===== config.mk =====
export PLATFORM = sky130hd
export DESIGN_NAME = tilemapGen
export DESIGN_NICKNAME = d
export VERILOG_FILES = /design/src/tilemapPkg.sv /design/src/layerMixer.sv /design/src/planeShifter.sv /design/src/tileLatch.sv /design/src/tilemapGen.sv
export SDC_FILE = /design/constraint.sdc
export NUM_CORES = 1
export LEC_CHECK = 0
export ABC_AREA = 0
export BUFFER_PORTS_ARGS = -buffer_cell sky130_fd_sc_hd__buf_2
export CAP_MARGIN = 15
export CORE_MARGIN = 2
export CORE_UTILIZATION = 61
export CTS_CLUSTER_DIAMETER = 150
export DETAILED_ROUTE_END_ITERATION = 6
export GPL_TIMING_DRIVEN = 1
export PLACE_DENSITY = 0.84
export SETUP_SLACK_MARGIN = 0.1
export SKIP_CTS_REPAIR_TIMING = 1
export SLEW_MARGIN = 20
export SYNTH_ARGS = -nofsm -noshare
export SYNTH_HDL_FRONTEND = slang
export SYNTH_SLANG_ARGS = --single-unit

===== constraint.sdc =====
create_clock -name HA2 -period 6 [get_ports HA2]
set_clock_uncertainty 0.1 [all_clocks]
set_input_delay 0.9 -clock HA2 [delete_from_list [all_inputs] [get_ports HA2]]
set_output_delay 0.9 -clock HA2 [all_outputs]
set_load 0.1 [all_outputs]

===== src/tilemapPkg.sv =====
package tilemapPkg;

	//////////////////////////////////////////////////////////////////////
	// Pixel and tile widths
	//////////////////////////////////////////////////////////////////////

	// Colour index of one pixel inside a palette entry
	typedef logic [2:0] pixelCode;

	// Layer priority, compared against the other layer and the chain
	typedef logic [2:0] priLevel;

	// Palette or colour attribute of one tile column
	typedef logic [7:0] colourAttr;

	// Four pixels in three bit planes
	// Plane 0 in bits 3..0, plane 1 in 7..4, plane 2 in 11..8
	// Leftmost pixel is the MSB of each plane
	typedef logic [11:0] patternWord;

	// One plane of one tile column
	typedef logic [3:0] planeNibble;

	//////////////////////////////////////////////////////////////////////
	// CPU side register map
	//////////////////////////////////////////////////////////////////////

	// Register select on the CPU bus
	typedef logic [2:0] regAddr;

	// Layer A priority register
	localparam regAddr PRI_A_ADDR = 3'd1;

	// Layer B priority register
	localparam regAddr PRI_B_ADDR = 3'd5;

	// Pixel code that lets the layer below show through
	localparam pixelCode TRANSPARENT = 3'd7;

endpackage

===== src/layerMixer.sv =====
`timescale 1ns/10ps

module layerMixer import tilemapPkg::*; (
	input logic HA2,
	input logic rst,
	// CPU write strobe for the priority registers
	input logic latch,
	input regAddr ca,
	// Priority value rides on mdi bits 3..1
	input colourAttr mdi,
	// Layer A pixel and colour
	input pixelCode pixA,
	input colourAttr colA,
	// Layer B pixel and colour
	input pixelCode pixB,
	input colourAttr colB,
	// Chain input from the previous generator
	input priLevel pri,
	input colourAttr cli,
	input pixelCode dti,
	// Chain output, registered
	output priLevel pro,
	output colourAttr clo,
	output pixelCode dto
);

	// Layer priority registers
	priLevel prA;
	priLevel prB;

	// Winner of A against B
	logic selB;
	priLevel layPri;
	colourAttr layCol;
	pixelCode layPix;

	// Layer winner against the chain
	logic takeLayer;

	//////////////////////////////////////////////////////////////////////
	// Priority registers
	//////////////////////////////////////////////////////////////////////

	// Unknown addresses leave both registers alone
	always_ff @(posedge HA2) begin
		if (rst) begin
			prA <= '0;
			prB <= '0;
		end else if (latch) begin
			case (ca)
				PRI_A_ADDR: prA <= mdi[3:1];
				PRI_B_ADDR: prB <= mdi[3:1];
				default: begin
				end
			endcase
		end
	end

	//////////////////////////////////////////////////////////////////////
	// Layer resolution
	//////////////////////////////////////////////////////////////////////

	// B needs an opaque pixel and a strictly higher priority
	// On a tie A keeps the pixel
	assign selB = (pixB != TRANSPARENT) && (prB > prA);

	always_comb begin
		if (selB) begin
			layPri = prB;
			layCol = colB;
			layPix = pixB;
		end else begin
			layPri = prA;
			layCol = colA;
			layPix = pixA;
		end
	end

	// Same rule against the chain
	// Chain wins ties and covers a transparent layer pixel
	assign takeLayer = (layPix != TRANSPARENT) && (layPri > pri);

	//////////////////////////////////////////////////////////////////////
	// Output register
	//////////////////////////////////////////////////////////////////////

	// Decision is visible one clock after its inputs
	always_ff @(posedge HA2) begin
		if (rst) begin
			pro <= '0;
			clo <= '0;
			dto <= '0;
		end else if (takeLayer) begin
			pro <= layPri;
			clo <= layCol;
			dto <= layPix;
		end else begin
			// Pass the chain through
			pro <= pri;
			clo <= cli;
			dto <= dti;
		end
	end

endmodule


===== src/planeShifter.sv =====
`timescale 1ns/10ps

module planeShifter import tilemapPkg::*; (
	input logic HA2,
	input logic rst,
	// First pixel of a new tile column
	input logic tileStart,
	// Horizontal flip, LSB leads when high
	input logic flip,
	// Held pattern and colour from the tile latch
	input patternWord pat,
	input colourAttr col,
	// Current pixel and colour of this layer
	output pixelCode pix,
	output colourAttr colOut
);

	// Three plane shift registers
	planeNibble plane0;
	planeNibble plane1;
	planeNibble plane2;

	// Colour of the tile being shifted out
	colourAttr colReg;

	// One step of a plane in the current direction
	// Vacated bit fills with zero
	function automatic planeNibble stepPlane(input planeNibble p, input logic dir);
		planeNibble r;
		if (dir) begin
			// Flipped, move towards bit 0
			r = {1'b0, p[3:1]};
		end else begin
			// Normal, move towards bit 3
			r = {p[2:0], 1'b0};
		end
		return r;
	endfunction

	//////////////////////////////////////////////////////////////////////
	// Plane registers
	//////////////////////////////////////////////////////////////////////

	always_ff @(posedge HA2) begin
		if (rst) begin
			plane0 <= '0;
			plane1 <= '0;
			plane2 <= '0;
			colReg <= '0;
		end else if (tileStart) begin
			// Reload from the word held before this edge
			plane0 <= pat[3:0];
			plane1 <= pat[7:4];
			plane2 <= pat[11:8];
			colReg <= col;
		end else begin
			// Advance one pixel
			plane0 <= stepPlane(plane0, flip);
			plane1 <= stepPlane(plane1, flip);
			plane2 <= stepPlane(plane2, flip);
		end
	end

	//////////////////////////////////////////////////////////////////////
	// Pixel output
	//////////////////////////////////////////////////////////////////////

	// Lead bit of each plane, plane 2 on top
	always_comb begin
		if (flip) begin
			pix = {plane2[0], plane1[0], plane0[0]};
		end else begin
			pix = {plane2[3], plane1[3], plane0[3]};
		end
	end

	// Colour stays fixed across the tile
	assign colOut = colReg;

endmodule


===== src/tileLatch.sv =====
`timescale 1ns/10ps

module tileLatch import tilemapPkg::*; (
	input logic HA2,
	input logic rst,
	// Bus strobe, gdi and mdi are valid
	input logic load,
	// Destination of the load, 0 is A and 1 is B
	input logic layer,
	input patternWord gdi,
	input colourAttr mdi,
	// Held words for layer A
	output patternWord patA,
	output colourAttr colA,
	// Held words for layer B
	output patternWord patB,
	output colourAttr colB
);

	// Per-layer write enables
	logic loadA;
	logic loadB;

	// Only one layer takes the word on any load
	assign loadA = load && !layer;
	assign loadB = load && layer;

	// Layer A holding register
	// Keeps its value until the next load aimed at A
	always_ff @(posedge HA2) begin
		if (rst) begin
			patA <= '0;
			colA <= '0;
		end else if (loadA) begin
			patA <= gdi;
			colA <= mdi;
		end
	end

	// Layer B holding register
	// Same behaviour as A, selected by layer high
	always_ff @(posedge HA2) begin
		if (rst) begin
			patB <= '0;
			colB <= '0;
		end else if (loadB) begin
			patB <= gdi;
			colB <= mdi;
		end
	end

	// Shifters sample these on their own tileStart
	// A load on the same edge is seen one tile later

endmodule


===== src/tilemapGen.sv =====
`timescale 1ns/10ps

module tilemapGen import tilemapPkg::*; (
	input logic HA2,
	input logic rst,
	// Tile data bus
	input patternWord gdi,
	input colourAttr mdi,
	input logic load,
	input logic layer,
	// Pixel timing
	input logic tileStart,
	input logic flip,
	// Priority register write
	input logic latch,
	input regAddr ca,
	// Chain input
	input priLevel pri,
	input colourAttr cli,
	input pixelCode dti,
	// Chain output
	output priLevel pro,
	output colourAttr clo,
	output pixelCode dto
);

	// Held tile words, latch to shifters
	patternWord patA;
	colourAttr colA;
	patternWord patB;
	colourAttr colB;

	// Current pixels, shifters to mixer
	pixelCode pixA;
	colourAttr colOutA;
	pixelCode pixB;
	colourAttr colOutB;

	// Bus side capture for both layers
	tileLatch tileLatchInst (
		.HA2(HA2), .rst(rst), .load(load), .layer(layer),
		.gdi(gdi), .mdi(mdi),
		.patA(patA), .colA(colA), .patB(patB), .colB(colB)
	);

	// Layer A serialiser
	planeShifter shifterA (
		.HA2(HA2), .rst(rst), .tileStart(tileStart), .flip(flip),
		.pat(patA), .col(colA), .pix(pixA), .colOut(colOutA)
	);

	// Layer B serialiser, same timing as A
	planeShifter shifterB (
		.HA2(HA2), .rst(rst), .tileStart(tileStart), .flip(flip),
		.pat(patB), .col(colB), .pix(pixB), .colOut(colOutB)
	);

	// Priority mix with the chain
	layerMixer mixerInst (
		.HA2(HA2), .rst(rst), .latch(latch), .ca(ca), .mdi(mdi),
		.pixA(pixA), .colA(colOutA), .pixB(pixB), .colB(colOutB),
		.pri(pri), .cli(cli), .dti(dti),
		.pro(pro), .clo(clo), .dto(dto)
	);

endmodule


# After elaboration in Yosys (flattened, before gate mapping)
# Index checks and enable logic that the tools add are counted.
# op_classes
n_addsub	0
n_mul	0
n_div	0
order_cmp	2
eq_ne	4
n_shift	0
muxes	20
n_bitwise	0
n_reduce_logical	7
# ops
operator	n
4-bit two-way mux	12
3-bit two-way mux	6
8-bit two-way mux	2
3-bit greater-than comparator	2
3-bit != test (second input constant)	2
1-bit logical AND	4
2-bit AND reduction	2
3-bit by 1-bit == test with 1-bit output (second input constant)	1
3-bit == test (second input constant)	1
1-bit zero test	1
# word_totals
regBits	100
latchBits	0
ram_bits	0
mem_bits_ro	0
in_bits	44
n_memories	0

# Longest topological paths before layout
# logic_depth
ltp_word	7
ltp_mapped	14
depth_no_buf	12

# Modules after synthesis
# From an unflattened synthesis, not the netlist that was laid out.
# hier_totals
cells_unflattened	451
area_unflattened_um2	4519.3
# by_module_without_submodules
mod	n_inst	cells_each	area_each_um2	seq_area_each_um2
planeShifter	2	83	857.1	400.4
tileLatch	1	154	1666.6	800.8
layerMixer	1	131	1138.6	400.4

# Least setup slack after synthesis
# OpenSTA, ideal clock, no wires.
# synth_timing
path_kind	input to register
start	input flip
end	register mixerInst.clo[5]
setup_ns	0.088
t_arrival_ns	3.081
required_ns	5.812
setup_slack_ns	2.731
cell_stages	12
path_buffers	2
cell_sequence	buf_6 -> nand4b_2 -> nand2_2 -> nor2_4 -> mux2_4 -> ha_1 -> nor2b_1 -> o21ai_1 -> a32oi_4 -> buf_4 -> a21oi_1 -> a311oi_2
# synth_between
elab_chain_len	7
word_cells_on_any_way	11
cone_classes	1 x order compare; 2 x eq/ne; 6 x mux; 2 x reduce/logical
# synth_lines
item	line_no	text
start, declared	tilemapGen.sv:13	input logic flip,
3-bit two-way mux	planeShifter.sv:70	if (flip) begin
3-bit != test	layerMixer.sv:65	assign selB = (pixB != TRANSPARENT) && (prB > prA);
1-bit logical AND	layerMixer.sv:65	
3-bit two-way mux	layerMixer.sv:68	if (selB) begin
3-bit greater-than comparator / 3-bit != test (equally long branches)	layerMixer.sv:81	assign takeLayer = (layPix != TRANSPARENT) && (layPri > pri);
1-bit logical AND	layerMixer.sv:81	
8-bit two-way mux (*)	layerMixer.sv:93	end else if (takeLayer) begin
end signal, assigned	layerMixer.sv:95	clo <= layCol;
end signal, assigned	layerMixer.sv:100	clo <= cli;
end, declared	layerMixer.sv:23	output colourAttr clo,
# Every way passes the cells marked *; elsewhere a longest branch is shown, timed or not.
# A chain may end at the register's enable or synchronous reset.

# Worst setup path in the final report
# layout_timing
start	input flip
end	register mixerInst.clo[4]
# The elaborated chain is that of the path after synthesis.

==> flow_metrics.py <==
metrics = {
    "logic_synthesis": {
        "post_synth.cell_area_avg_um2": 8.76,
        "synth-seq-area-share": 0.480,
        "ys_warn_count": 0,
        "synth_common_cells": "nand2_1, dfxtp_1, a21oi_1",
        "syn_area_um2": 4170,
        "synth-seq-cells": 100,
        "synth_top_cell_area_share": 0.480,
        "synthTopCellsByArea": "dfxtp_1, nand2_1, mux2i_1",
        "synth.most_common_cell": "nand2_1",
        "ys.flop_type": "dfxtp_1",
        "synth_cell_types": 44,
        "syn_inst": 476,
        "async_flop_share": 0,
        "synth_nets": 526,
        "yosysTopAreaCell": "dfxtp_1",
        "synth-edff-count": 0,
    },
    "worst_hold_path": {
        "min_from": "tileLatchInst.patA[5]",
        "worst_hold_path.num_cells": 2,
        "hold_end": "tileLatchInst.patA[5]",
        "hp-class": "reg2reg",
    },
    "timing": {
        "fin_hold_ws_ns": 0.359,
        "worstMarginPinSlew_ns": 1.11,
        "period_minus_slack_ns": 3.82,
        "final-hold-violation-count": 0,
        "relSlewSlack": 0.261,
        "period_share": 0.636,
        "setup-tns-final_ns": 0,
        "drv_slew": 0,
        "fmax_ghz": 0.262,
        "setup_viol": 0,
        "rsz0062_at_grt": "false",
    },
    "power": {
        "seq_power_share": 0.515,
        "power.leakage_nw": 1.93,
        "comb_power_share": 0.140,
        "p_int_uw": 983,
        "ir_worst_vdd_v": 0.000215,
        "powerDensity_nw_per_um2": 295,
        "switching_share": 0.282,
        "p_clk_frac": 0.345,
        "power.switching_uw": 386,
    },
    "final_layout": {
        "final_util": 0.691,
        "drive_above_1_share": 0.191,
        "finalNetCount": 563,
        "area_growth_pct": 11.3,
        "n_antenna_cell": 0,
    },
    "floorplan": {
        "core_um2": 6720,
        "rows": 30,
        "die_area_um2": 7510,
        "dieWidth_um": 86.7,
        "initial_core_util": 0.621,
        "io_pins": 58,
        "die_y_um": 86.7,
    },
    "worst_setup_path": {
        "rrSetupSlack_ns": 2.45,
        "arrival_ns": 3.92,
        "start_kind": "primary input",
        "path_max_fanout": 26,
        "r2r-end": "mixerInst.clo[4]",
        "crit_type": "in2reg",
        "cp_cell_sequence": "buf_2 > nand4b_2 > nand2_2 > nor2_4 > mux2_4 > ha_1 > nor2b_1 > o21ai_1 > a32oi_4 > and2_4 > a311oi_2",
        "r2r-start": "mixerInst.prA[2]",
        "required_ns": 6.11,
        "slowest_stage": "a32oi_4",
        "slowest_delay_ns": 0.49,
        "worst_setup_path_end_kind": "flip-flop",
        "r2r_cells": 11,
    },
    "global_route": {
        "grt_pass1_wl_um": 14200,
        "antenna_found_initial": 0,
        "grt_max_degree": 99,
        "gr-total-overflow": 0,
        "grt_pass1_vias": 3005,
        "track_usage": 0.237,
    },
    "clocking": {
        "clk_pin_slew_ns": 0.10,
        "cts.sinks": 100,
        "cts_max_path_buffers": 2,
        "cts_tree": "built",
        "cts_inserted_buffers": 9,
        "clock-root-buffer": "clkbuf_8",
        "clk_latency_ns": 0.36,
        "htreeDepth": 3,
    },
    "job": {
        "drv_cap": 0,
    },
    "route": {
        "post_drt_wl_per_cell_um": 14.7,
        "drc": 0,
        "drt_first_pass_iters": 5,
        "postRouteAntennaNets": 0,
        "vias_per_cell": 5.63,
        "drt-initial-drc-count": 247,
        "routed_wl_um": 8800,
        "vias": 3367,
    },
    "place": {
        "io_buffers": 57,
        "dp_hpwl_um": 5850,
        "gp_congestion": 0.829,
    },
    "run_status": {
        "status": "completed",
    },
}
-- power by group through the flow --
| stage | registers (mW) | clock network, mW | logic [mW] |
|---|---|---|---|
| floorplan | 0.773 | 0 | 0.0951 |
| global placement | 0.718 | 0 | 0.187 |
| global route | 0.707 | 0.503 | 0.207 |
| finish | 0.704 | 0.473 | 0.192 |
| detailed placement | 0.719 | 0 | 0.191 |
| CTS | 0.704 | 0.472 | 0.192 |
-- how the worst max path moves through the flow --
stage	start	end	slack [ns]	cells after the start
floorplan	flip	mixerInst.clo[5]	2.73	12
global placement	flip	mixerInst.clo[3]	1.96	11
detailed placement	flip	mixerInst.clo[4]	1.84	11
CTS	flip	mixerInst.clo[1]	2.23	11
global route	flip	mixerInst.clo[0]	2.04	11
finish	flip	mixerInst.clo[4]	2.18	11
-- area by class of cell --
type                       instances  area [um2]
multi-input combinational        336        1990
tap                               80         100
timing repair buffer              58         293
clock inverter                     7        98.8
inverter                           8        30.0
clock buffer                       9         124
sequential                       100        2000
fill                             535        2080
-- metal layers --
layer  wire length (um)  track usage
met3                431       0.0457
met1               4450        0.358
met2               3840        0.351
met4                 72       0.0554
met5                  0            0
-- state kept, by name (all words and copies together), names as in the netlist, 8 cells and up --
signal / flops
shifterA.colOut: 8
tileLatchInst.patA: 12
shifterB.colOut: 8
tileLatchInst.colB: 8
tileLatchInst.patB: 12
tileLatchInst.colA: 8
mixerInst.clo: 8
-- through the flow --
stage	instance area (um2)	power, mW	setup WS (ns)	std cells
4_1_cts	4640	1.37	2.23	598
3_3_place_gp	4420	0.905	1.96	582
2_1_floorplan	4170	0.868	2.73	476
6_report	4640	1.37	2.18	598
3_5_place_dp	4420	0.910	1.84	582
5_1_grt	4640	1.42	2.04	598
-- critical path, delay by kind of cell --
kind | cells | cell delay [ns]
adders and majority gates | 1 | 0.33
AOI/OAI and AO/OA | 3 | 0.72
muxes | 1 | 0.34
and+or+nand+nor | 5 | 1.16
buffers and inverters | 1 | 0.46
-- layout by cell type, fill, tap and decap left out, drive strengths merged, types with 2 or more instances in the layout --
master | Yosys | final
nand2 | 102 | 102
dfxtp | 100 | 100
a21oi | 67 | 67
nor2 | 62 | 62
buf | 11 | 58
mux2i | 35 | 35
a22oi | 12 | 12
inv | 8 | 10
clkbuf | 21 | 9
a311oi | 9 | 9
o21ai | 8 | 8
ha | 6 | 6
mux2 | 5 | 5
a211oi | 4 | 4
a21o | 3 | 3
nand3 | 3 | 3
nor2b | 3 | 3
nor3 | 2 | 2
o211a | 2 | 2
bufinv | 0 | 2
nand4 | 2 | 2
and2 | 2 | 2
clkinv | 0 | 2
-- kinds of logic (layout without fill, tap and decap cells) --
family | after synthesis | count (layout) | share of synthesized area
AND/OR/NAND/NOR | 180 | 180 | 0.179
AO/OA/AOI/OAI | 110 | 110 | 0.182
flip-flops | 100 | 100 | 0.480
multiplexers | 40 | 40 | 0.0984
buffers and inverters | 40 | 82 | 0.0429
adder cells (fa/ha/maj) | 6 | 6 | 0.0180
No activity file was read; power rests on OpenSTA's default activity.
